==> src/logic/mips_isa_pkg.sv <==
package mips_isa_pkg;

	////////////////////
	// field widths
	////////////////////

	// data path and instruction word
	localparam int word_w = 32;
	// register index, rs / rt / rd
	localparam int reg_addr_w = 5;
	localparam int num_regs = 2 ** reg_addr_w;
	localparam int opcode_w = 6;
	localparam int funct_w = 6;
	// i-type immediate, sign extended on use
	localparam int imm_w = 16;

	////////////////////
	// encodings
	////////////////////

	// major opcode, bits 31:26
	typedef enum logic [opcode_w-1:0] {
		op_rtype = 6'b000000,
		op_addiu = 6'b001001,
		op_lw    = 6'b100011,
		op_sw    = 6'b101011,
		op_beq   = 6'b000100,
		op_halt  = 6'b111111
	} opcode_e;

	// r-type function, bits 5:0
	typedef enum logic [funct_w-1:0] {
		fn_addu = 6'b100001,
		fn_subu = 6'b100011,
		fn_and  = 6'b100100,
		fn_or   = 6'b100101,
		fn_slt  = 6'b101010
	} funct_e;

	// execute FSM
	typedef enum logic [2:0] {
		st_wait_instr,
		st_execute,
		st_mem_req,
		st_mem_release,
		st_halted
	} exec_state_e;

endpackage

==> src/logic/mips_mem_pkg.sv <==
package mips_mem_pkg;

	// unified memory, word addressed
	localparam int mem_depth = 256;
	// word index into the memory, also the PC width
	localparam int mem_addr_w = 8;

	// owner of the shared memory bus
	typedef enum logic [1:0] {
		req_none,
		req_fetch,
		req_lsu
	} requester_e;

endpackage

==> src/logic/mem_port_if.sv <==
// four-phase memory port
// req/ack handshake, payload held stable while req is high
interface mem_port_if;
	logic req;
	logic ack;
	logic we;
	logic [mips_mem_pkg::mem_addr_w-1:0] addr;
	logic [mips_isa_pkg::word_w-1:0] wdata;
	// valid while ack is high
	logic [mips_isa_pkg::word_w-1:0] rdata;

	modport requester (output req, we, addr, wdata, input ack, rdata);
	modport responder (input req, we, addr, wdata, output ack, rdata);
endinterface


==> src/logic/mem_arbiter.sv <==
module mem_arbiter (
	input logic clk,
	input logic rst_n,
	mem_port_if.responder fetch_port,
	mem_port_if.responder lsu_port,
	mem_port_if.requester mem_bus
);

	// current owner of mem_bus
	mips_mem_pkg::requester_e grant;
	// bus idle, no leftover ack
	logic idle;

	assign idle = (grant == mips_mem_pkg::req_none) && !mem_bus.ack;

	////////////////////
	// grant register
	////////////////////

	// lsu first, locked for a whole four-phase cycle
	always_ff @(posedge clk)
	begin
		if (!rst_n)
			grant <= mips_mem_pkg::req_none;
		else if (idle)
		begin
			if (lsu_port.req)
				grant <= mips_mem_pkg::req_lsu;
			else if (fetch_port.req)
				grant <= mips_mem_pkg::req_fetch;
		end
		// req already low and ack now low, transaction over
		else if (!mem_bus.req && !mem_bus.ack)
			grant <= mips_mem_pkg::req_none;
	end

	////////////////////
	// port mux
	////////////////////

	always_comb
	begin
		mem_bus.req = 1'b0;
		mem_bus.we = 1'b0;
		mem_bus.addr = '0;
		mem_bus.wdata = '0;
		// losing port sees ack low and stalls
		fetch_port.ack = 1'b0;
		fetch_port.rdata = '0;
		lsu_port.ack = 1'b0;
		lsu_port.rdata = '0;
		case (grant)
			mips_mem_pkg::req_fetch:
			begin
				mem_bus.req = fetch_port.req;
				mem_bus.we = fetch_port.we;
				mem_bus.addr = fetch_port.addr;
				mem_bus.wdata = fetch_port.wdata;
				fetch_port.ack = mem_bus.ack;
				fetch_port.rdata = mem_bus.rdata;
			end
			mips_mem_pkg::req_lsu:
			begin
				mem_bus.req = lsu_port.req;
				mem_bus.we = lsu_port.we;
				mem_bus.addr = lsu_port.addr;
				mem_bus.wdata = lsu_port.wdata;
				lsu_port.ack = mem_bus.ack;
				lsu_port.rdata = mem_bus.rdata;
			end
			default:
			begin
			end
		endcase
	end

endmodule

==> src/flat_wrapper.sv <==
// flat-port wrapper written by rule: the top's interface ports become plain ports
module mem_arbiter_flat 
  (clk, rst_n, fetch_port_req, fetch_port_we, fetch_port_addr, fetch_port_wdata, fetch_port_ack, fetch_port_rdata, lsu_port_req, lsu_port_we, lsu_port_addr, lsu_port_wdata, lsu_port_ack, lsu_port_rdata, mem_bus_req, mem_bus_we, mem_bus_addr, mem_bus_wdata, mem_bus_ack, mem_bus_rdata);
  mem_port_if fetch_port_i ();
  mem_port_if lsu_port_i ();
  mem_port_if mem_bus_i ();
  input logic clk;
  input logic rst_n;
  input wire logic [$bits(fetch_port_i.req)-1:0] fetch_port_req;
  input wire logic [$bits(fetch_port_i.we)-1:0] fetch_port_we;
  input wire logic [$bits(fetch_port_i.addr)-1:0] fetch_port_addr;
  input wire logic [$bits(fetch_port_i.wdata)-1:0] fetch_port_wdata;
  output wire logic [$bits(fetch_port_i.ack)-1:0] fetch_port_ack;
  output wire logic [$bits(fetch_port_i.rdata)-1:0] fetch_port_rdata;
  input wire logic [$bits(lsu_port_i.req)-1:0] lsu_port_req;
  input wire logic [$bits(lsu_port_i.we)-1:0] lsu_port_we;
  input wire logic [$bits(lsu_port_i.addr)-1:0] lsu_port_addr;
  input wire logic [$bits(lsu_port_i.wdata)-1:0] lsu_port_wdata;
  output wire logic [$bits(lsu_port_i.ack)-1:0] lsu_port_ack;
  output wire logic [$bits(lsu_port_i.rdata)-1:0] lsu_port_rdata;
  output wire logic [$bits(mem_bus_i.req)-1:0] mem_bus_req;
  output wire logic [$bits(mem_bus_i.we)-1:0] mem_bus_we;
  output wire logic [$bits(mem_bus_i.addr)-1:0] mem_bus_addr;
  output wire logic [$bits(mem_bus_i.wdata)-1:0] mem_bus_wdata;
  input wire logic [$bits(mem_bus_i.ack)-1:0] mem_bus_ack;
  input wire logic [$bits(mem_bus_i.rdata)-1:0] mem_bus_rdata;
  assign fetch_port_i.req = fetch_port_req;
  assign fetch_port_i.we = fetch_port_we;
  assign fetch_port_i.addr = fetch_port_addr;
  assign fetch_port_i.wdata = fetch_port_wdata;
  assign fetch_port_ack = fetch_port_i.ack;
  assign fetch_port_rdata = fetch_port_i.rdata;
  assign lsu_port_i.req = lsu_port_req;
  assign lsu_port_i.we = lsu_port_we;
  assign lsu_port_i.addr = lsu_port_addr;
  assign lsu_port_i.wdata = lsu_port_wdata;
  assign lsu_port_ack = lsu_port_i.ack;
  assign lsu_port_rdata = lsu_port_i.rdata;
  assign mem_bus_req = mem_bus_i.req;
  assign mem_bus_we = mem_bus_i.we;
  assign mem_bus_addr = mem_bus_i.addr;
  assign mem_bus_wdata = mem_bus_i.wdata;
  assign mem_bus_i.ack = mem_bus_ack;
  assign mem_bus_i.rdata = mem_bus_rdata;
  mem_arbiter u_core (.clk(clk), .rst_n(rst_n), .fetch_port(fetch_port_i), .lsu_port(lsu_port_i), .mem_bus(mem_bus_i));
endmodule
==> config.mk <==
export PLATFORM = sky130hd
export DESIGN_NAME = mem_arbiter_flat
export DESIGN_NICKNAME = d
export VERILOG_FILES = /design/src/logic/mips_isa_pkg.sv /design/src/logic/mips_mem_pkg.sv /design/src/logic/mem_port_if.sv /design/src/logic/mem_arbiter.sv /design/src/flat_wrapper.sv
export SDC_FILE = /design/constraint.sdc
export NUM_CORES = 1
export LEC_CHECK = 0
export ABC_CLOCK_PERIOD_IN_PS = 1500
export BUFFER_PORTS_ARGS = -buffer_cell sky130_fd_sc_hd__buf_2
export CELL_PAD_IN_SITES_DETAIL_PLACEMENT = 1
export CELL_PAD_IN_SITES_GLOBAL_PLACEMENT = 1
export CORE_AREA = 4 4 99 110
export CTS_CLUSTER_SIZE = 12
export DETAILED_ROUTE_END_ITERATION = 8
export DIE_AREA = 0 0 103 114
export PLACE_DENSITY_LB_ADDON = 0.1
export SLEW_MARGIN = 20
export SYNTH_ARGS = -nofsm -noshare
export SYNTH_HDL_FRONTEND = slang
export SYNTH_SLANG_ARGS = --single-unit
==> constraint.sdc <==
create_clock -name clk -period 1.5 [get_ports clk]
set_clock_uncertainty 0.2 [all_clocks]
set_input_delay 0.3 -clock clk [delete_from_list [all_inputs] [get_ports clk]]
set_output_delay 0.3 -clock clk [all_outputs]
set_load 0.1 [all_outputs]
* Word-level counts from Yosys, hierarchy flattened *
Cells that the tools add are included.
Widths: inputs -> output; s select.

operators by class
  equality and inequality tests = 3
  reductions and logical operators = 7
  mux-type cells = 12

operator list
  cell                count
  $mux 32             2
  $pmux 32 s2         1
  $pmux 8 s2          1
  $mux 2              4
  $pmux 1 s2          2
  $ne 3x3->1 const B  1
  $eq 2x1->1 const B  1
  $eq 2x2->1 const B  1
  $logic_and 1x1->1   2
  $logic_not 1->1     2
  $logic_not 2->1     1
  $mux 1              2
  $reduce_and 2->1    1
  $reduce_bool 2->1   1

word-level totals
  flip-flop bits (word level) = 2
  bits of input ports = 119
  output and inout port bits = 108
  logic and storage cells = 23

* Longest topological paths before layout *
  word-level depth = 6
  mapped depth = 6
  gate-level depth less buffers = 5

* Worst setup path before layout *
Ideal clock, no wire load.

  path type = reg-to-output
  start point = register u_core.grant[0]
  end point = output mem_bus_addr[0]
  slack = -1.335 ns
  arrival = 2.335 ns
  cell stages (with the launch flop) = 5
  required time = 1.000 ns
  path buffers = 1
  cell sequence = dfxtp_1 -> inv_1 -> ha_1 -> clkbuf_1 -> nor2b_1

on the way
  cells in the longest elaborated chain, start to end = 2
  elaborated cells on any way between the ends = 3
  those cells by class = eq/ne: 2; mux: 1

RTL lines
  item                                             RTL line            source
  from (decl)                                      mem_arbiter.sv:10   mips_mem_pkg::requester_e grant;
  from (signal assigned)                           mem_arbiter.sv:24   grant <= mips_mem_pkg::req_none;
  from (signal assigned)                           mem_arbiter.sv:28   grant <= mips_mem_pkg::req_lsu;
  from (signal assigned)                           mem_arbiter.sv:30   grant <= mips_mem_pkg::req_fetch;
  $eq 2x2->1 / $eq 2x1->1 (equally long branches)  mem_arbiter.sv:52   case (grant)
  $pmux 8 s2 *                                     mem_arbiter.sv:52
  to (decl)                                        flat_wrapper.sv:23  output wire logic [$bits(mem_bus_i.addr)-1:0] mem_bus_addr;

Every way passes the cells marked *; elsewhere a longest branch is shown, timed or not.

* Worst setup path in the final report *
  start point = register u_core.grant[0]
  end point = output mem_bus_addr[7]

Same word-level chain as after synthesis.

==> metrics.yaml <==
cts-root-buf: "clkbuf_8"
post-synth-top-area-cell: "and2_1"
post-route-period-util_pct: 137
dieWidth_microns: 103
synth_compound_area_share_pct: 29.1
htree_num_levels: 1
grt_util_met2_pct: 32.3
drt-pass1-iter-count: 4
synth-async-reset-ratio_pct: 0
cp_max_fo: 8
worstSetupStartpointType: "register"
synth_flop_cell: "dfxtp_1"
synthXorXnorAreaFrac_pct: 0
synthTopCellsByCount: "and2_1, a22oi_1, nor2b_1, clkbuf_1, buf_2"
fin_total_pwr_mw: 2.50
post_synth_fa_ha_maj_area_fraction_pct: 3.01
grt_setup_unrepaired: "yes"
synth.most_common_cell: "and2_1"
top_usage_layer: "met2"
gr-total-overflow: 0
synth_edf_count: 0
top_regs: "u_core.grant: 2 flops"
synthToLayoutAreaGrowth_pct: 332
hpwl_microns: 8310
avgViaCountPerCell: 4.32
grt_antenna_before_repair: 1
first_global_vias: 2659
yosysTopAreaCellShare_pct: 33.1
start_util_pct: 12.7
path_clk_slew_ns: 0.03
synth_area_leaders: "and2_1, a22oi_1, nor2b_1"
irDropWorstVdd_mv: 0.356
wirelength_microns: 10300
fillers: 1032
hold_ws_ns: 0.159
clock_sinks: 2
use_met3_pct: 3.06
grtUsageTotal_pct: 15.8
worst_slew_pin_slew_ns: 0.301
die_h_microns: 114
globalRouteMet1Util_pct: 15.5
drc: 0
synthMuxAreaShare_pct: 0
seq_area_frac_synth_pct: 3.21
netlist_instances: 189
core_area_sq_um: 9790
grt_max_degree: 25
cts_buffer_depth: 2
power_density_nw_per_um2: 463
gp_congestion: 0.797
io_buffers: 226
maxCapViolCount: 0
violations: "setup timing"
final_max_slew_viol_count: 0
place_ws_ns: -0.332
ys_ff_latch: 2
worstSetupPathType: "reg -> out"
cts_tree: "built"
grt_pass1_wl_microns: 14600
wire_per_inst_microns: 18.5
synth.avg_cell_area_sq_um: 6.60
drtIter0Drc: 26
die_area_sq_um: 11700
setup_ws_ns: -0.548
final.setup.tns_ns: -54.48
post_synth_num_cell_types: 19
largest_reg_flops: 2
finalNonFillerCells: 559
arrival_ns: 1.55
drive_above_1_share_pct: 95.9
p_leak_nw: 2.21
end_kind: "output port"
setup_violations: 110
numCtsBuffers: 3
crit_required_ns: 1.00
run_status: "finished with violations"
min_path_type: "in -> reg"
fmax_ghz: 0.488
nets: 561
hold_buffers: 0
dp.cells: 537
io_pins: 227
synthSimpleGateAreaFrac_pct: 55.8
detail-route-antenna-nets: 0
synth_nets: 311
synth_area_sq_um: 1250
clk_latency_ns: 0.22
yosys_warnings: 0
hold_viol_final: 0
num_rows: 38
dr_total_vias: 2416
synth_top_family_by_area: "simple AND/OR/NAND/NOR gates"
fin_crit_ns: 2.05
slew_headroom_pct: 79.7
top_register: "u_core.grant"
[power by group]
group | internal, mW | switching [mW] | leakage (nW)
Sequential | 0.0564 | 0.00606 | 0.0178
Clock | 0.181 | 0.0491 | 0.0228
Combinational | 0.975 | 1.23 | 2.17
[stage by stage]
stage | cell area, sq um | util [%]
2_1_floorplan | 1920 | -
4_1_cts | 5190 | 53.0
6_report | 5390 | 55.0
3_5_place_dp | 4910 | 50.2
5_1_grt | 5390 | 55.0
3_3_place_gp | 4910 | 50.2
[worst paths after layout]
| check | end | cells after the start | startpoint | slack (ns) |
|---|---|---|---|---|
| setup / recovery | mem_bus_addr[7] | 5 | u_core.grant[0] | -0.55 |
| hold / removal | u_core.grant[0] | 2 | rst_n | 0.16 |
| setup reg to reg | u_core.grant[0] | 8 | u_core.grant[1] | -0.27 |
| hold reg to reg | u_core.grant[0] | 2 | u_core.grant[0] | 0.48 |
[critical path: stages, from the launching register on]
cell,delay (ns)
dfxtp_4,0.38
inv_6,0.05
ha_4,0.36
clkbuf_16,0.19
nor2b_4,0.16
buf_12,0.18
[metal layers]
metal / part of all wire, % / wire length, microns
met1: 32 / 3280
met2: 59 / 6110
met3: 7.0 / 724
met4: 2.0 / 204
met5: 0 / 0
[cells by family after synthesis]
logic type | count (synthesis)
and+or+nand+nor | 111
AOI/OAI and AO/OA | 49
buffers and inverters | 24
adders and majority gates | 3
DFF | 2
[cell usage in the layout (no fill, tap or decap), types with 4 or more instances in the layout]
cell         n
a22oi_1      7
a22oi_2     35
and2_4      63
buf_12     117
buf_2      118
buf_4        7
buf_6       16
clkbuf_16    4
nor2b_4     42
[area by class of cell]
cell class	count	area (sq um)	share of cell area [%]
Timing Repair Buffer	265	3320	61.7
Sequential cell	2	47.5	0.882
Antenna cell	1	2.50	0.0464
Multi-Input combinational cell	163	1800	33.4
Inverter	4	22.5	0.418
Clock buffer	4	45.0	0.836
Tap cell	120	150	2.79
[timing repair]
action	in CTS	in global routing
pin swaps	4	5
endpoints found under the setup margin	110	110
cloned	1	5
gates resized for setup	49	14
buffers inserted	4	7
(Power assumes the default switching activity.)
