File: src/logic/mips_isa_pkg.sv
package mips_isa_pkg;

	////////////////////
	// field widths
	////////////////////

	// data path and instruction word
	localparam int word_w = 32;
	// register index, rs / rt / rd
	localparam int reg_addr_w = 5;
	localparam int num_regs = 2 ** reg_addr_w;
	localparam int opcode_w = 6;
	localparam int funct_w = 6;
	// i-type immediate, sign extended on use
	localparam int imm_w = 16;

	////////////////////
	// encodings
	////////////////////

	// major opcode, bits 31:26
	typedef enum logic [opcode_w-1:0] {
		op_rtype = 6'b000000,
		op_addiu = 6'b001001,
		op_lw    = 6'b100011,
		op_sw    = 6'b101011,
		op_beq   = 6'b000100,
		op_halt  = 6'b111111
	} opcode_e;

	// r-type function, bits 5:0
	typedef enum logic [funct_w-1:0] {
		fn_addu = 6'b100001,
		fn_subu = 6'b100011,
		fn_and  = 6'b100100,
		fn_or   = 6'b100101,
		fn_slt  = 6'b101010
	} funct_e;

	// execute FSM
	typedef enum logic [2:0] {
		st_wait_instr,
		st_execute,
		st_mem_req,
		st_mem_release,
		st_halted
	} exec_state_e;

endpackage

File: src/logic/mips_mem_pkg.sv
package mips_mem_pkg;

	// unified memory, word addressed
	localparam int mem_depth = 256;
	// word index into the memory, also the PC width
	localparam int mem_addr_w = 8;

	// owner of the shared memory bus
	typedef enum logic [1:0] {
		req_none,
		req_fetch,
		req_lsu
	} requester_e;

endpackage

File: src/logic/mem_port_if.sv
// four-phase memory port
// req/ack handshake, payload held stable while req is high
interface mem_port_if;
	logic req;
	logic ack;
	logic we;
	logic [mips_mem_pkg::mem_addr_w-1:0] addr;
	logic [mips_isa_pkg::word_w-1:0] wdata;
	// valid while ack is high
	logic [mips_isa_pkg::word_w-1:0] rdata;

	modport requester (output req, we, addr, wdata, input ack, rdata);
	modport responder (input req, we, addr, wdata, output ack, rdata);
endinterface

// instruction hand-off from fetch to execute
// transfer on instr_valid && ready, redirect is a one-cycle pulse
interface fetch_if;
	logic instr_valid;
	logic [mips_isa_pkg::word_w-1:0] instr;
	logic ready;
	logic redirect;
	logic [mips_mem_pkg::mem_addr_w-1:0] target;

	modport source (output instr_valid, instr, input ready, redirect, target);
	modport sink (input instr_valid, instr, output ready, redirect, target);
endinterface

File: src/logic/fetch_unit.sv
module fetch_unit (
	input logic clk,
	input logic rst_n,
	input logic start,
	mem_port_if.requester mem,
	fetch_if.source fetch
);

	// next word to fetch
	logic [mips_mem_pkg::mem_addr_w-1:0] pc;
	// address of the fetch on the bus
	logic [mips_mem_pkg::mem_addr_w-1:0] addr_q;
	// req dropped, waiting for ack low
	logic wait_fall;
	// in-flight response was cancelled by a redirect
	logic drop;
	logic held_valid;
	logic [mips_isa_pkg::word_w-1:0] held_instr;
	logic resp;
	logic launch;

	// response arrives this cycle
	assign resp = mem.req && mem.ack;
	// one held, one in flight at most
	assign launch = start && !mem.req && !wait_fall && !held_valid && !mem.ack && !fetch.redirect;

	// fetch only reads
	assign mem.we = 1'b0;
	assign mem.wdata = '0;
	assign mem.addr = addr_q;
	assign fetch.instr_valid = held_valid;
	assign fetch.instr = held_instr;

	always_ff @(posedge clk)
	begin
		if (!rst_n)
		begin
			pc <= '0;
			mem.req <= 1'b0;
			wait_fall <= 1'b0;
			drop <= 1'b0;
			held_valid <= 1'b0;
		end
		else
		begin
			// redirect beats the sequential advance
			if (fetch.redirect)
				pc <= fetch.target;
			else if (launch)
				pc <= pc + 1'b1;
			if (launch)
				mem.req <= 1'b1;
			else if (resp)
				mem.req <= 1'b0;
			if (resp)
				wait_fall <= 1'b1;
			else if (wait_fall && !mem.ack)
				wait_fall <= 1'b0;
			// cancelled fetch still completes, data discarded
			if (resp)
				drop <= 1'b0;
			else if (mem.req && fetch.redirect)
				drop <= 1'b1;
			if (fetch.redirect)
				held_valid <= 1'b0;
			else if (resp && !drop)
				held_valid <= 1'b1;
			else if (held_valid && fetch.ready)
				held_valid <= 1'b0;
		end
	end

	always_ff @(posedge clk)
	begin
		if (launch)
			addr_q <= pc;
		if (resp)
			held_instr <= mem.rdata;
	end

endmodule

File: src/flat_wrapper.sv
// flat-port wrapper written by rule: the top's interface ports become plain ports
module fetch_unit_flat 
  (clk, rst_n, start, mem_req, mem_we, mem_addr, mem_wdata, mem_ack, mem_rdata, fetch_instr_valid, fetch_instr, fetch_ready, fetch_redirect, fetch_target);
  mem_port_if mem_i ();
  fetch_if fetch_i ();
  input logic clk;
  input logic rst_n;
  input logic start;
  output wire logic [$bits(mem_i.req)-1:0] mem_req;
  output wire logic [$bits(mem_i.we)-1:0] mem_we;
  output wire logic [$bits(mem_i.addr)-1:0] mem_addr;
  output wire logic [$bits(mem_i.wdata)-1:0] mem_wdata;
  input wire logic [$bits(mem_i.ack)-1:0] mem_ack;
  input wire logic [$bits(mem_i.rdata)-1:0] mem_rdata;
  output wire logic [$bits(fetch_i.instr_valid)-1:0] fetch_instr_valid;
  output wire logic [$bits(fetch_i.instr)-1:0] fetch_instr;
  input wire logic [$bits(fetch_i.ready)-1:0] fetch_ready;
  input wire logic [$bits(fetch_i.redirect)-1:0] fetch_redirect;
  input wire logic [$bits(fetch_i.target)-1:0] fetch_target;
  assign mem_req = mem_i.req;
  assign mem_we = mem_i.we;
  assign mem_addr = mem_i.addr;
  assign mem_wdata = mem_i.wdata;
  assign mem_i.ack = mem_ack;
  assign mem_i.rdata = mem_rdata;
  assign fetch_instr_valid = fetch_i.instr_valid;
  assign fetch_instr = fetch_i.instr;
  assign fetch_i.ready = fetch_ready;
  assign fetch_i.redirect = fetch_redirect;
  assign fetch_i.target = fetch_target;
  fetch_unit u_core (.clk(clk), .rst_n(rst_n), .start(start), .mem(mem_i), .fetch(fetch_i));
endmodule
File: config.mk
export PLATFORM = sky130hd
export DESIGN_NAME = fetch_unit_flat
export DESIGN_NICKNAME = d
export VERILOG_FILES = /design/src/logic/mips_isa_pkg.sv /design/src/logic/mips_mem_pkg.sv /design/src/logic/mem_port_if.sv /design/src/logic/fetch_unit.sv /design/src/flat_wrapper.sv
export SDC_FILE = /design/constraint.sdc
export NUM_CORES = 1
export LEC_CHECK = 0
export ABC_CLOCK_PERIOD_IN_PS = 1700
export BUFFER_PORTS_ARGS = -buffer_cell sky130_fd_sc_hd__buf_2
export CAP_MARGIN = 40
export CORE_ASPECT_RATIO = 0.7
export CORE_MARGIN = 1.5
export CORE_UTILIZATION = 39
export CTS_CLUSTER_DIAMETER = 100
export DETAILED_ROUTE_END_ITERATION = 16
export PLACE_DENSITY = 0.77
export SETUP_SLACK_MARGIN = 0.15
export SYNTH_ARGS = -nofsm -noshare
export SYNTH_HDL_FRONTEND = slang
export SYNTH_SLANG_ARGS = --single-unit
File: constraint.sdc
create_clock -name clk -period 1.7 [get_ports clk]
set_input_delay 0.085 -clock clk [delete_from_list [all_inputs] [get_ports clk]]
set_output_delay 0.085 -clock clk [all_outputs]
set_load 0.02 [all_outputs]
# [Word level (Yosys, flattened, before mapping)]
# Index checks and enable logic that the tools add are counted.
[totals] mem_count=0 mem_bits_rw=0 inputBits=46 wordCells=39 rom_bits=0 latchBits=0 ff_bits=52 out_inout_bits=75
[op_classes] eq_ne=0 div=0 n_mul=0 n_bitwise=1 reduce_logical=22 shifts=0 mux=8 n_lt_le_gt_ge=0 addsub=1
[ops] op="8-bit 2-to-1 mux" n=2
[ops] op="1-bit logical AND" n=10
[ops] op="8-bit by 1-bit adder with 8-bit output (second input constant)" n=1
[ops] op="2-bit nonzero test" n=4
[ops] op="1-bit logical NOT" n=6
[ops] op="1-bit 2-to-1 mux" n=6
[ops] op="2-bit OR reduction" n=2
[ops] op="1-bit inverter" n=1

# [Logic depth before layout (Yosys ltp)]
[logic_depth] ltp_word=8 mapped_depth=5 depth_no_buf=5

# [Worst setup path after synthesis]
# No wires, ideal clock.
[synth_timing] path_kind="register to register" startpoint="register u_core.mem.req" endpoint="register u_core.addr_q, in the netlist u_core.mem.addr[0] (enable)" arrival_time_ns=1.649 required_time_ns=1.314 path_buffers=0 period_less_slack_ns=2.034 path_stages_with_launch=3 setup_ns=0.386 path_slack_ns=-0.334 path_cell_list="dfxtp_1 or4b_4 nor3_1"
[synth_between] elab_chain_len=6
[synth_rtl] element="start, declared" line_no="mem_port_if.sv:12" rtl="modport requester (output req, we, addr, wdata, input ack, rdata);"
[synth_rtl] element="start signal, assigned" line_no="fetch_unit.sv:39" rtl="mem.req <= 1'b0;"
[synth_rtl] element="start signal, assigned" line_no="fetch_unit.sv:52" rtl="mem.req <= 1'b1;"
[synth_rtl] element="start signal, assigned" line_no="fetch_unit.sv:54" rtl="mem.req <= 1'b0;"
[synth_rtl] element="1-bit logical NOT" line_no="fetch_unit.sv:25" rtl="assign launch = start && !mem.req && !wait_fall && !held_valid && !mem.ack && !fetch.redirect;"
[synth_rtl] element="1-bit logical AND (5 in a row)" line_no="fetch_unit.sv:25"
[synth_rtl] element="net u_core.launch" line_no="fetch_unit.sv:20" rtl="logic launch;"
[synth_rtl] element="end signal, assigned" line_no="fetch_unit.sv:76" rtl="addr_q <= pc;"
[synth_rtl] element="end, declared" line_no="fetch_unit.sv:12" rtl="logic [mips_mem_pkg::mem_addr_w-1:0] addr_q;"
# The timed path passes the listed nets, and every way through them passes these cells.
# A chain may end at the register's enable or synchronous reset.

# [Worst setup path in the final report]
[layout_timing] startpoint="register u_core.wait_fall" endpoint="register u_core.addr_q, in the netlist u_core.mem.addr[2] (enable)"
[layout_between] elab_chain_len=5
[layout_rtl] element="start, declared" line_no="fetch_unit.sv:14" rtl="logic wait_fall;"
[layout_rtl] element="start signal, assigned" line_no="fetch_unit.sv:40" rtl="wait_fall <= 1'b0;"
[layout_rtl] element="start signal, assigned" line_no="fetch_unit.sv:56" rtl="wait_fall <= 1'b1;"
[layout_rtl] element="start signal, assigned" line_no="fetch_unit.sv:58" rtl="wait_fall <= 1'b0;"
[layout_rtl] element="1-bit logical NOT" line_no="fetch_unit.sv:25"
[layout_rtl] element="1-bit logical AND (4 in a row)" line_no="fetch_unit.sv:25"
[layout_rtl] element="net u_core.launch" line_no="fetch_unit.sv:20"
# The timed path passes the listed nets, and every way through them passes these cells.

==> flow_summary.ini <==
[synth]
yosysWarningCount = 0
synth_area_leaders = edfxtp_1 (59%), buf_4 (12%), dfxtp_1 (12%), a21oi_1 (2.0%), o21ai_0 (2.0%)
ys_seq_elements = 52
synth_xor_area_frac = 0.02993
async_flop_share = 0
ys_seq_area_frac = 0.7037
synth_top_area_cell = edfxtp_1
yosys.cell_count.top_type = edfxtp_1
synth_top_family_by_area = buffers and inverters
post_synth_and_or_nand_nor_area_fraction = 0.07575
synth.avg_cell_area_um2 = 14.53
synth_compound_area_frac = 0.04765
synth_edf_count = 40
synth_common_cells = edfxtp_1 (40), buf_4 (33), dfxtp_1 (12)
synthAdderAreaFrac = 0.006109
postSynthCellCount = 141
syn-cell-area_mm2 = 0.002048
ys_types = 25
synth_top_area_share = 0.5864
synthFlopType = edfxtp_1
synthMuxAreaShare = 0.004887

[pwr]
ir_drop_mv = 0.3770
power_frac_comb = 0.120
total_leakage_power_nw = 1.241
switching_share = 0.2469
pwr_density_cell_mw_per_mm2 = 827.4
power.share.clock = 0.291
power.internal_mw = 1.822
seqPwrFrac = 0.589
switching_power_mw = 0.5972

[setup_path]
endpoint_kind = register
start_kind = register
crit_arrival_ns = 1.56
max_stage_delay_ns = 0.60
cp.required_ns = 1.72
crit_start = u_core.wait_fall
reg2reg_depth = 3
worstSetupPathType = register to register
rr_startpoint = u_core.wait_fall
cp_max_fo = 9
r2r_setup_slack_ns = 0.16
crit_path_cell_trace = or4b_4 -> nor3_4 -> buf_12
cp_slowest_cell = or4b_4

[global_route]
grt_util_all_layers = 0.1571
grt_overflow = 0
grt_pass1_vias = 1413
grt_pass1_wl_mm = 6.630
grt_max_degree = 33
antenna_found_initial = 0

[detailed_routing]
final_antenna_net_count = 0
via_per_inst = 4.260
drc = 0
firstDrtPassIters = 4
drt-total-wl_mm = 4.388
wl_per_cell_um = 12.98
via_count = 1440
drt-initial-drc-count = 64

[cts]
cts_setup_buffers = 0
clk_pin_slew_worst_paths_ns = 0.09
clock_sinks = 52
cts_tree = done
cts_buffers = 5
clock_latency_ns = 0.30
root_buffer = clkbuf_8
h-tree-depth = 2
clockBufferDepth = 2

[placement]
dpl.hpwl_mm = 2.989
routabilityCongestion = 0.7590
io_buffers = 87

[floorplanning]
die_y_um = 63.63
start_util = 0.4169
fp.dieArea_mm2 = 0.005702
core_area_mm2 = 0.004913
die_x_um = 89.62
rows = 21
io_pins = 121

[timing]
rsz0062_at_grt = true
slew_viol_final = 0
period_minus_slack_ns = 1.536
fin_crit_sh = 0.9032
fin_worst_skew_ns = 0.008550
hold_viol_final = 0
fmax_ghz = 0.6512
setup_viol = 0
fin_setup_tns_ns = 0
fin_hold_ws_ns = 0.01425

[hold_path]
hp-start = fetch_target[5]
hold_depth = 3
hold_path.class = primary input to register

[run]
maxCapViolCount = 0

[layout]
areaGrowthSynthToFinish_pct = 42.76
fillCellCount = 397
drive_gt1_frac = 0.4015
finish.net_count = 315
antenna_cells = 0

[status]
outcome = finished clean
[state kept, by name (all words and copies together), names as in the netlist]
| register | count |
|---|---|
| u_core.mem.req | 1 |
| u_core.wait_fall | 1 |
| u_core.fetch.instr | 32 |
| u_core.fetch.instr_valid | 1 |
| u_core.pc | 8 |
| u_core.drop | 1 |
| u_core.mem.addr | 8 |
[final timing paths]
| kind | endpoint |
|---|---|
| min reg2reg | u_core.mem.addr[7] |
| max reg2reg | u_core.mem.addr[2] |
| min | u_core.pc[5] |
| max | u_core.mem.addr[2] |
[cell type report]
| type | count | area, µm² | area share |
|---|---|---|---|
| Clock inverter | 3 | 21.27 | 0.007274 |
| Sequential cell | 52 | 1445 | 0.4942 |
| Multi-Input combinational cell | 83 | 474.2 | 0.1622 |
| Inverter | 3 | 15.01 | 0.005135 |
| Timing Repair Buffer | 123 | 813.3 | 0.2781 |
| Tap cell | 69 | 86.33 | 0.02953 |
| Clock buffer | 5 | 68.82 | 0.02353 |
[power groups by stage]
stage               registers (mW)  clock network [mW]  logic, mW
finish                        1.42               0.704      0.290
global route                  1.43               0.784      0.315
CTS                           1.42               0.727      0.289
detailed placement            1.45                   0      0.228
global placement              1.45                   0      0.224
floorplan                     1.47                   0      0.174
[metal layers]
layer  part of all wire  routed length (µm)  vias up  GRT usage
met2               0.51                2245       75     0.2743
met1               0.39                1733      661     0.1843
li1                   -                   -      695          -
met3              0.076                 335        9    0.03801
met5                  0                   0        -          0
met4              0.017                  74        0    0.05769
[cells by family after synthesis]
family | count (synthesis)
multiplexers | 1
XOR/XNOR | 7
adder cells (fa/ha/maj) | 1
flip-flops | 52
AO/OA/AOI/OAI | 18
AND/OR/NAND/NOR | 23
other | 1
buffers and inverters | 38
[stage by stage]
stage / setup WS, ns / power (mW) / util / instance area [µm²] / std cells
after floorplan: 0.1111 / 1.647 / - / 2187 / 173
after global placement: 0.1493 / 1.676 / 0.5090 / 2501 / 297
after detailed placement: 0.1335 / 1.681 / 0.5090 / 2501 / 297
after CTS: 0.1632 / 2.440 / 0.5951 / 2924 / 338
after global routing: 0.1178 / 2.528 / 0.5951 / 2924 / 338
final: 0.1645 / 2.419 / 0.5951 / 2924 / 338
[placed cells by master, fill, tap and decap left out, types with 3 or more instances in the layout]
cell type | netlist | routed
o21ai_0 | 8 | 8
edfxtp_1 | 40 | 40
conb_1 | 1 | 33
nor2_1 | 4 | 3
clkbuf_8 | 0 | 5
buf_2 | 0 | 87
nand3_1 | 5 | 5
dfxtp_1 | 12 | 11
xnor2_1 | 4 | 4
a21oi_1 | 8 | 8
dlygate4sd3_1 | 0 | 33
nand2_1 | 3 | 3
xor2_1 | 3 | 3
[worst max-delay path: cells and delay by family (launching register included)]
kind	cells	cell delay, ns
buf+inv	1	0.16
flops	1	0.33
simple gates	2	0.77
[repair_timing]
action | CTS | global route
resized for setup | 1 | 0
pin swaps | 1 | 0
hold buffers | 33 | 0
hold endpoints to repair | 33 | 0
endpoints found under the setup margin | 9 | 9
(Power assumes the default switching activity.)
