**src/logic/mips_isa_pkg.sv**
```systemverilog
package mips_isa_pkg;

	////////////////////
	// field widths
	////////////////////

	// data path and instruction word
	localparam int word_w = 32;
	// register index, rs / rt / rd
	localparam int reg_addr_w = 5;
	localparam int num_regs = 2 ** reg_addr_w;
	localparam int opcode_w = 6;
	localparam int funct_w = 6;
	// i-type immediate, sign extended on use
	localparam int imm_w = 16;

	////////////////////
	// encodings
	////////////////////

	// major opcode, bits 31:26
	typedef enum logic [opcode_w-1:0] {
		op_rtype = 6'b000000,
		op_addiu = 6'b001001,
		op_lw    = 6'b100011,
		op_sw    = 6'b101011,
		op_beq   = 6'b000100,
		op_halt  = 6'b111111
	} opcode_e;

	// r-type function, bits 5:0
	typedef enum logic [funct_w-1:0] {
		fn_addu = 6'b100001,
		fn_subu = 6'b100011,
		fn_and  = 6'b100100,
		fn_or   = 6'b100101,
		fn_slt  = 6'b101010
	} funct_e;

	// execute FSM
	typedef enum logic [2:0] {
		st_wait_instr,
		st_execute,
		st_mem_req,
		st_mem_release,
		st_halted
	} exec_state_e;

endpackage

```
**src/logic/mips_mem_pkg.sv**
```systemverilog
package mips_mem_pkg;

	// unified memory, word addressed
	localparam int mem_depth = 256;
	// word index into the memory, also the PC width
	localparam int mem_addr_w = 8;

	// owner of the shared memory bus
	typedef enum logic [1:0] {
		req_none,
		req_fetch,
		req_lsu
	} requester_e;

endpackage

```
**src/logic/mem_port_if.sv**
```systemverilog
// four-phase memory port
// req/ack handshake, payload held stable while req is high
interface mem_port_if;
	logic req;
	logic ack;
	logic we;
	logic [mips_mem_pkg::mem_addr_w-1:0] addr;
	logic [mips_isa_pkg::word_w-1:0] wdata;
	// valid while ack is high
	logic [mips_isa_pkg::word_w-1:0] rdata;

	modport requester (output req, we, addr, wdata, input ack, rdata);
	modport responder (input req, we, addr, wdata, output ack, rdata);
endinterface

// instruction hand-off from fetch to execute
// transfer on instr_valid && ready, redirect is a one-cycle pulse
interface fetch_if;
	logic instr_valid;
	logic [mips_isa_pkg::word_w-1:0] instr;
	logic ready;
	logic redirect;
	logic [mips_mem_pkg::mem_addr_w-1:0] target;

	modport source (output instr_valid, instr, input ready, redirect, target);
	modport sink (input instr_valid, instr, output ready, redirect, target);
endinterface

```
**src/logic/exec_unit.sv**
```systemverilog
module exec_unit (
	input logic clk,
	input logic rst_n,
	mem_port_if.requester mem,
	fetch_if.sink fetch,
	input logic [mips_isa_pkg::reg_addr_w-1:0] dbg_reg_addr,
	output logic [mips_isa_pkg::word_w-1:0] dbg_reg_data,
	output logic halted
);

	mips_isa_pkg::exec_state_e state;
	logic [mips_isa_pkg::word_w-1:0] ir;
	// pc of the next instruction, tracks the fetch stream
	logic [mips_mem_pkg::mem_addr_w-1:0] pc_q;
	logic [mips_isa_pkg::word_w-1:0] regs [mips_isa_pkg::num_regs];

	// decoded fields
	mips_isa_pkg::opcode_e opcode;
	mips_isa_pkg::funct_e funct;
	logic [mips_isa_pkg::reg_addr_w-1:0] rs;
	logic [mips_isa_pkg::reg_addr_w-1:0] rt;
	logic [mips_isa_pkg::reg_addr_w-1:0] rd;
	logic [mips_isa_pkg::imm_w-1:0] imm;
	logic [mips_isa_pkg::word_w-1:0] imm_sext;
	logic [mips_isa_pkg::word_w-1:0] rs_val;
	logic [mips_isa_pkg::word_w-1:0] rt_val;
	// addiu result and lw/sw address
	logic [mips_isa_pkg::word_w-1:0] sum_imm;
	logic [mips_isa_pkg::word_w-1:0] alu_y;
	logic alu_ok;
	logic take_branch;
	logic wr_en;
	logic [mips_isa_pkg::reg_addr_w-1:0] wr_addr;
	logic [mips_isa_pkg::word_w-1:0] wr_data;

	assign opcode = mips_isa_pkg::opcode_e'(ir[31:26]);
	assign rs = ir[25:21];
	assign rt = ir[20:16];
	assign rd = ir[15:11];
	assign funct = mips_isa_pkg::funct_e'(ir[5:0]);
	assign imm = ir[15:0];
	assign imm_sext = {{(mips_isa_pkg::word_w - mips_isa_pkg::imm_w){imm[mips_isa_pkg::imm_w-1]}}, imm};
	// r0 is never written, reads as zero
	assign rs_val = regs[rs];
	assign rt_val = regs[rt];
	assign sum_imm = rs_val + imm_sext;

	////////////////////
	// ALU and branch
	////////////////////

	always_comb
	begin
		alu_y = '0;
		alu_ok = 1'b1;
		case (funct)
			mips_isa_pkg::fn_addu: alu_y = rs_val + rt_val;
			mips_isa_pkg::fn_subu: alu_y = rs_val - rt_val;
			mips_isa_pkg::fn_and: alu_y = rs_val & rt_val;
			mips_isa_pkg::fn_or: alu_y = rs_val | rt_val;
			mips_isa_pkg::fn_slt: alu_y = {{(mips_isa_pkg::word_w-1){1'b0}}, $signed(rs_val) < $signed(rt_val)};
			// unknown funct, no operation
			default: alu_ok = 1'b0;
		endcase
	end

	assign take_branch = (state == mips_isa_pkg::st_execute) && (opcode == mips_isa_pkg::op_beq)
		&& (rs_val == rt_val);
	// pc_q already holds pc + 1
	assign fetch.target = pc_q + imm_sext[mips_mem_pkg::mem_addr_w-1:0];
	assign fetch.redirect = take_branch;
	assign fetch.ready = (state == mips_isa_pkg::st_wait_instr);
	assign halted = (state == mips_isa_pkg::st_halted);
	assign dbg_reg_data = regs[dbg_reg_addr];

	////////////////////
	// register file
	////////////////////

	// single write port, lw data taken while ack is high
	always_comb
	begin
		wr_en = 1'b0;
		wr_addr = rd;
		wr_data = alu_y;
		if (state == mips_isa_pkg::st_execute && opcode == mips_isa_pkg::op_rtype)
			wr_en = alu_ok;
		else if (state == mips_isa_pkg::st_execute && opcode == mips_isa_pkg::op_addiu)
		begin
			wr_en = 1'b1;
			wr_addr = rt;
			wr_data = sum_imm;
		end
		else if (state == mips_isa_pkg::st_mem_req && mem.ack && opcode == mips_isa_pkg::op_lw)
		begin
			wr_en = 1'b1;
			wr_addr = rt;
			wr_data = mem.rdata;
		end
	end

	always_ff @(posedge clk)
	begin
		if (!rst_n)
		begin
			for (int i = 0; i < mips_isa_pkg::num_regs; i++)
				regs[i] <= '0;
		end
		else if (wr_en && wr_addr != '0)
			regs[wr_addr] <= wr_data;
	end

	////////////////////
	// execute FSM
	////////////////////

	always_ff @(posedge clk)
	begin
		if (!rst_n)
		begin
			state <= mips_isa_pkg::st_wait_instr;
			pc_q <= '0;
			mem.req <= 1'b0;
		end
		else
		begin
			case (state)
				mips_isa_pkg::st_wait_instr:
					if (fetch.instr_valid)
					begin
						state <= mips_isa_pkg::st_execute;
						pc_q <= pc_q + 1'b1;
					end
				mips_isa_pkg::st_execute:
					case (opcode)
						mips_isa_pkg::op_lw, mips_isa_pkg::op_sw:
						begin
							mem.req <= 1'b1;
							state <= mips_isa_pkg::st_mem_req;
						end
						mips_isa_pkg::op_beq:
						begin
							if (take_branch)
								pc_q <= fetch.target;
							state <= mips_isa_pkg::st_wait_instr;
						end
						mips_isa_pkg::op_halt: state <= mips_isa_pkg::st_halted;
						default: state <= mips_isa_pkg::st_wait_instr;
					endcase
				// hold req until the memory answers
				mips_isa_pkg::st_mem_req:
					if (mem.ack)
					begin
						mem.req <= 1'b0;
						state <= mips_isa_pkg::st_mem_release;
					end
				mips_isa_pkg::st_mem_release:
					if (!mem.ack)
						state <= mips_isa_pkg::st_wait_instr;
				// halted stays until reset
				mips_isa_pkg::st_halted: state <= mips_isa_pkg::st_halted;
				default: state <= mips_isa_pkg::st_wait_instr;
			endcase
		end
	end

	// payload, loaded while req is low
	always_ff @(posedge clk)
	begin
		if (state == mips_isa_pkg::st_wait_instr && fetch.instr_valid)
			ir <= fetch.instr;
		if (state == mips_isa_pkg::st_execute)
		begin
			mem.we <= (opcode == mips_isa_pkg::op_sw);
			mem.addr <= sum_imm[mips_mem_pkg::mem_addr_w-1:0];
			mem.wdata <= rt_val;
		end
	end

endmodule

```
**src/flat_wrapper.sv**
```systemverilog
// flat-port wrapper written by rule: the top's interface ports become plain ports
module exec_unit_flat 
  (clk, rst_n, dbg_reg_addr, dbg_reg_data, halted, mem_req, mem_we, mem_addr, mem_wdata, mem_ack, mem_rdata, fetch_instr_valid, fetch_instr, fetch_ready, fetch_redirect, fetch_target);
  mem_port_if mem_i ();
  fetch_if fetch_i ();
  input logic clk;
  input logic rst_n;
  input logic [mips_isa_pkg::reg_addr_w-1:0] dbg_reg_addr;
  output logic [mips_isa_pkg::word_w-1:0] dbg_reg_data;
  output logic halted;
  output wire logic [$bits(mem_i.req)-1:0] mem_req;
  output wire logic [$bits(mem_i.we)-1:0] mem_we;
  output wire logic [$bits(mem_i.addr)-1:0] mem_addr;
  output wire logic [$bits(mem_i.wdata)-1:0] mem_wdata;
  input wire logic [$bits(mem_i.ack)-1:0] mem_ack;
  input wire logic [$bits(mem_i.rdata)-1:0] mem_rdata;
  input wire logic [$bits(fetch_i.instr_valid)-1:0] fetch_instr_valid;
  input wire logic [$bits(fetch_i.instr)-1:0] fetch_instr;
  output wire logic [$bits(fetch_i.ready)-1:0] fetch_ready;
  output wire logic [$bits(fetch_i.redirect)-1:0] fetch_redirect;
  output wire logic [$bits(fetch_i.target)-1:0] fetch_target;
  assign mem_req = mem_i.req;
  assign mem_we = mem_i.we;
  assign mem_addr = mem_i.addr;
  assign mem_wdata = mem_i.wdata;
  assign mem_i.ack = mem_ack;
  assign mem_i.rdata = mem_rdata;
  assign fetch_i.instr_valid = fetch_instr_valid;
  assign fetch_i.instr = fetch_instr;
  assign fetch_ready = fetch_i.ready;
  assign fetch_redirect = fetch_i.redirect;
  assign fetch_target = fetch_i.target;
  exec_unit u_core (.clk(clk), .rst_n(rst_n), .mem(mem_i), .fetch(fetch_i), .dbg_reg_addr(dbg_reg_addr), .dbg_reg_data(dbg_reg_data), .halted(halted));
endmodule
```
**config.mk**
```make
export PLATFORM = sky130hd
export DESIGN_NAME = exec_unit_flat
export DESIGN_NICKNAME = d
export VERILOG_FILES = /design/src/logic/mips_isa_pkg.sv /design/src/logic/mips_mem_pkg.sv /design/src/logic/mem_port_if.sv /design/src/logic/exec_unit.sv /design/src/flat_wrapper.sv
export SDC_FILE = /design/constraint.sdc
export NUM_CORES = 2
export LEC_CHECK = 0
export ABC_AREA = 1
export BUFFER_PORTS_ARGS = -buffer_cell sky130_fd_sc_hd__buf_2
export CORE_ASPECT_RATIO = 1.75
export CORE_MARGIN = 5
export CORE_UTILIZATION = 30
export DETAILED_ROUTE_END_ITERATION = 7
export PLACE_DENSITY_LB_ADDON = 0.05
export SLEW_MARGIN = 5
export SYNTH_ARGS = -nofsm -noshare
export SYNTH_HDL_FRONTEND = slang
export SYNTH_SLANG_ARGS = --single-unit
```
**constraint.sdc**
```tcl
create_clock -name clk -period 5.6 [get_ports clk]
set_clock_uncertainty 0.05 [all_clocks]
set_input_delay 0.28 -clock clk [delete_from_list [all_inputs] [get_ports clk]]
set_output_delay 0.28 -clock clk [all_outputs]
set_load 0.005 [all_outputs]
```
Word level (Yosys, flattened, before mapping). Memories as Yosys holds them, arrays and structs flattened. A register that Yosys moved wholly into a read port is not among the register bits. Cells that the tools add are included. W data, S select, Z words.

Register bits: 85. Latch bits: 0. Bits in writable memories: 1024. Bits in read-only memories: 0. Input bits: 73. Memories: 1.

Memory list: u_core.regs (words 32, width 32, read ports 3, clocked after memory_dff 2, write ports 32, line exec_unit.sv:15) `logic [mips_isa_pkg::word_w-1:0] regs [mips_isa_pkg::num_regs];`.

Add/subtract/negate cells: 5. Multipliers: 0. Divide/modulo/power cells: 0. Order comparisons: 1. Equality and inequality tests: 21. Shifts and indexed selects: 0. Muxes and demuxes: 32. Bitwise gates (word level): 2. Reductions and logical operators: 19.

Operators with widths (count): $pmux W32 S5 (1); $mux W32 (4); $add A32 B32 Y32 (2); $eq A6 B6 Y1 const B (8); $and A32 B32 Y32 (1); $eq A32 B32 Y1 (1); $lt A32 B32 Y1 (1); $or A32 B32 Y32 (1); $reduce_or A32 Y1 (1); $sub A32 B32 Y32 (1); $mux W5 (6); $mux W8 (3); $pmux W8 S2 (1); $pmux W3 S5 (1); $ne A2 B2 Y1 const B (6); $mux W1 (11); $mux W3 (3); $add A8 B1 Y8 const B (1); $add A8 B8 Y8 (1); $logic_and A1 B1 Y1 (8); $eq A3 B2 Y1 const B (2); $eq A6 B3 Y1 const B (1); $eq A6 B4 Y1 const B (1); $logic_not A6 Y1 (1); other kinds (11) (13).

Longest topological paths before layout.
Depth after elaboration: 13. Gate-level depth with buffers: 31.

Worst setup path after synthesis. Ideal clock, no wire load.

Path kind: reg-to-reg. Start: register with a tool-made name. End: memory u_core.regs[7][16] in the netlist's numbering (data pin). Data arrival time: 4.487 ns. Required time: 5.284 ns. Path slack: 0.797 ns. Stages on the path, launching flop included: 28. Path buffers: 6. Cell sequence: dfxtp_1 -> clkbuf_1 -> clkinv_1 -> buf_2 -> clkbuf_1 -> clkbuf_1 -> buf_1 -> nor2_1 -> o221ai_1 -> nand3_1 -> nand2_1 -> inv_1 -> o21ai_0 -> inv_1 -> fa_1 -> o21ai_0 -> nand2_1 -> nand2_1 -> nand2_1 -> nand2_1 -> nand3_1 -> nand2_1 -> nand2_1 -> nand3_1 -> nand2_1 -> a21oi_1 -> clkbuf_1 -> nor2_1.

RTL lines (line): end: declaration (exec_unit.sv:15).

==> summary.txt <==
Logic synthesis
  • Synth top area share: 43.9%
  • Synth Flop Type: edfxtp_1
  • Cells after synthesis: 9812
  • Dominant cell type by area after synthesis: edfxtp_1
  • Syn Std Cell Area: ~75000 sq um
  • Synth cell count leaders: nor2_1, o21ai_0, edfxtp_1, nand2_1, clkbuf_1
  • Netlist cell types: 53
  • Synthesized flop and latch total: about 1100
  • Per-instance average area after synthesis: roughly 7.7 sq um
  • Number of synthesized flops with an enable pin: 1097
  • Asr flop ratio synth: 0%
  • Most frequent cell after synthesis: nor2_1
  • Seq/Total Area, Yosys: between 40 and 50%
  • Number of synthesis warnings: 0
  • Area contributors post-synth: edfxtp_1, nor2_1, o21ai_0, o221ai_1, nand2_1

Placed design
  • Post-Place Worst Slack: -530 ps
  • Cell Area, Placed: about 86000 sq um
  • RePlAce Congestion: between 0.9 and 1
  • Number of I/O port buffers: approximately 160
  • Dpl hpwl: about 320000 um

Job
  • Maxcap violations: 0

Setup path
  • Reg-to-Reg End: u_core.regs[10][29]
  • CP endpoint: u_core.regs[10][29]
  • CP startpoint kind: register
  • Top cell by count, worst path: nand2_1
  • R2R depth: 29
  • Slowest cell on crit path: dfxtp_4
  • Worst path max stage delay: 440 ps
  • Worst EP required: 6070 ps
  • Critical path arrival: 6020 ps
  • CP max FO: 21
  • R2R Setup Slk: ~53 ps
  • Worst Setup End Kind: register
  • Critical path class: register to register

Route
  • Vias: roughly 85000
  • Number of remaining DRC errors: 1
  • Total wire length: 503000 um
  • DR iter-0 viols: approximately 11000
  • TritonRoute pass-1 iters: 8
  • Routed len/inst: 37.0 um
  • Routed Antenna Nets: 0
  • Vias per inst: ~6.3

Layout
  • Layout Nets: 10400
  • Finished Cell Area: roughly 91000 sq um
  • Final core occ: a little over a third
  • Filler Cells Inserted: ~26000
  • Layout area overhead: 21.7%
  • Share of layout cells above drive strength 1: around 14%

Floorplanning
  • Core area: about 250000 sq um
  • Die Ht: between 600 and 700 um
  • IO Count: around 160
  • Row Count: 243
  • Die Wd: ~390 um
  • Initial Util: approximately 30%
  • Die area: around 260000 sq um

GRT
  • Antenna violations before repair: 18
  • Vias in the first global route: slightly above 80000
  • M2 GR Usage: about three fifths
  • First-pass GRT wire length: between 600000 and 700000 um
  • M3 GR Usage: between 7 and 8%
  • Gr busiest metal: met2
  • Met1 usage: about two fifths
  • Global route overflow: 0
  • GRT Overall Usage: 36.5%
  • Largest net degree at the start of global routing: ~110

Timing
  • Finish-stage setup viols: 0
  • Fmax: 0.180 GHz
  • Final hold violations: 0
  • Final Cycle Share: a little under 100%
  • WHS: 109 ps
  • Min Tclk post-route: roughly 5500 ps
  • Setup WS post-layout: 53.4 ps
  • Least-Margin Pin Slew: between 1000 and 1500 ps
  • Max Slew Vio Count: 0
  • Worst slew margin: approximately an eighth

Min path
  • Worst hold-check path type: input pin to register

Clock network
  • H-tree lvl count: 3
  • CTS clk-pin slew, worst paths: about 70 ps
  • Num CTS Buffers: between 100 and 150
  • Maximum clock path buffer count: 3
  • Clock latency on the worst-skew pair: approximately 830 ps
  • TritonCTS clock tree: yes
  • Root Buffer Master: clkbuf_16
  • Clock sink total: 1119

Pwr
  • Total design power: between 30000 and 40000 uW
  • Worst vdd ir: about 320 uV
  • Leakage power: between 0.03 and 0.04 uW
  • Power density cells: 349 nW/um^2

Outcome
  • Outcome: finished, violations left
  • Failing checks: DRC
flip-flops by register name, summed over array words and instances, names as in the netlist, named ones only:
signal	cells
u_core.mem.addr	8
u_core.mem.we	1
u_core.mem.req	1
u_core.regs	1024
u_core.ir	32
u_core.state	3
u_core.mem.wdata	32
u_core.pc_q	8
power by group:
group / total, uW / internal, uW / switching [uW]
Combinational: 13300 / 4630 / 8680
Sequential: 9910 / 9570 / 343
Clock: 8670 / 4720 / 3950
Total: 31900 / 18900 / 13000
critical path: cells and delay by family (launching register included):
kind / cells / cell delay, ps
buffers and inverters: 11 / 1850
AOI/OAI and AO/OA: 3 / 530
adders and majority gates: 1 / 310
DFF: 1 / 440
and+or+nand+nor: 14 / 1990
layer usage:
layer  share of wire (%)  vias up  wire, um
li1                    -    35400         -
met1                  33    41700    168000
met2                  47     6158    235000
met3                 9.2     1891     46000
met4                  11        8     53600
met5              0.0096        -        48
worst min path at each step:
stage / slack (ps) / endpoint / cells past startpoint / startpoint
after floorplan: 330 / u_core.ir[0] / 0 / fetch_instr[0]
after global placement: 370 / register / 2 / u_core.ir[23]
after detailed placement: 390 / register / 2 / u_core.ir[23]
after CTS: 60 / u_core.ir[10] / 2 / fetch_instr[10]
after global routing: 90 / u_core.ir[10] / 2 / fetch_instr[10]
final: 110 / u_core.ir[10] / 2 / fetch_instr[10]
logic make-up (layout without fill, tap and decap cells):
family / Yosys count / after routing / synth area share (%)
AND/OR/NAND/NOR: 3956 / 3956 / 21.0
AO/OA/AOI/OAI: 3166 / 3166 / 24.7
buffers and inverters: 1411 / 1839 / 7.20
flip-flops: 1119 / 1119 / 44.4
adder cells (fa/ha/maj): 143 / 143 / 2.42
XOR/XNOR: 16 / 16 / 0.187
other: 1 / 40 / 0.00499
through the flow:
| stage | setup TNS (ps) | instances |
|---|---|---|
| detailed placement | -33190 | 13300 |
| global route | -18.9 | 13600 |
| floorplan | 0 | 9843 |
| global placement | -46130 | 13300 |
| finish | 0 | 13600 |
| CTS | -32.5 | 13500 |
layout by cell type (no fill, tap or decap), types with 39 or more instances in the layout:
cell type / count
nor2_1: 2361
o21ai_0: 1685
edfxtp_1: 1097
nand2_1: 977
buf_4: 729
a21oi_1: 581
o221ai_1: 556
inv_1: 466
nand3_1: 435
buf_12: 156
buf_2: 152
o22ai_1: 139
ha_1: 134
clkbuf_16: 130
nand4_1: 52
nand2_4: 41
a31oi_1: 39
layout make-up:
| type | count | area, sq um | share of cell area [%] |
|---|---|---|---|
| Clock buffer | 141 | 3120 | 3.42 |
| Antenna cell | 8 | 20.0 | 0.0219 |
| Multi-Input combinational cell | 7313 | 37100 | 40.6 |
| Sequential cell | 1119 | 33400 | 36.6 |
| Tap cell | 3307 | 4140 | 4.53 |
| Timing Repair Buffer | 1124 | 10700 | 11.7 |
| Timing Repair inverter | 1 | 11.3 | 0.0123 |
| Clock inverter | 83 | 897 | 0.982 |
| Inverter | 490 | 1960 | 2.14 |
repair_timing:
action | in CTS | in global routing
pin swaps | 1 | 10
setup buffers | 5 | 22
resized for setup | 49 | 81
endpoints found under the setup margin | 273 | 104
hold buffers | 35 | 0
endpoints found under the hold margin | 56 | 0
cloned | 6 | 8
No activity file was read; power rests on OpenSTA's default activity.
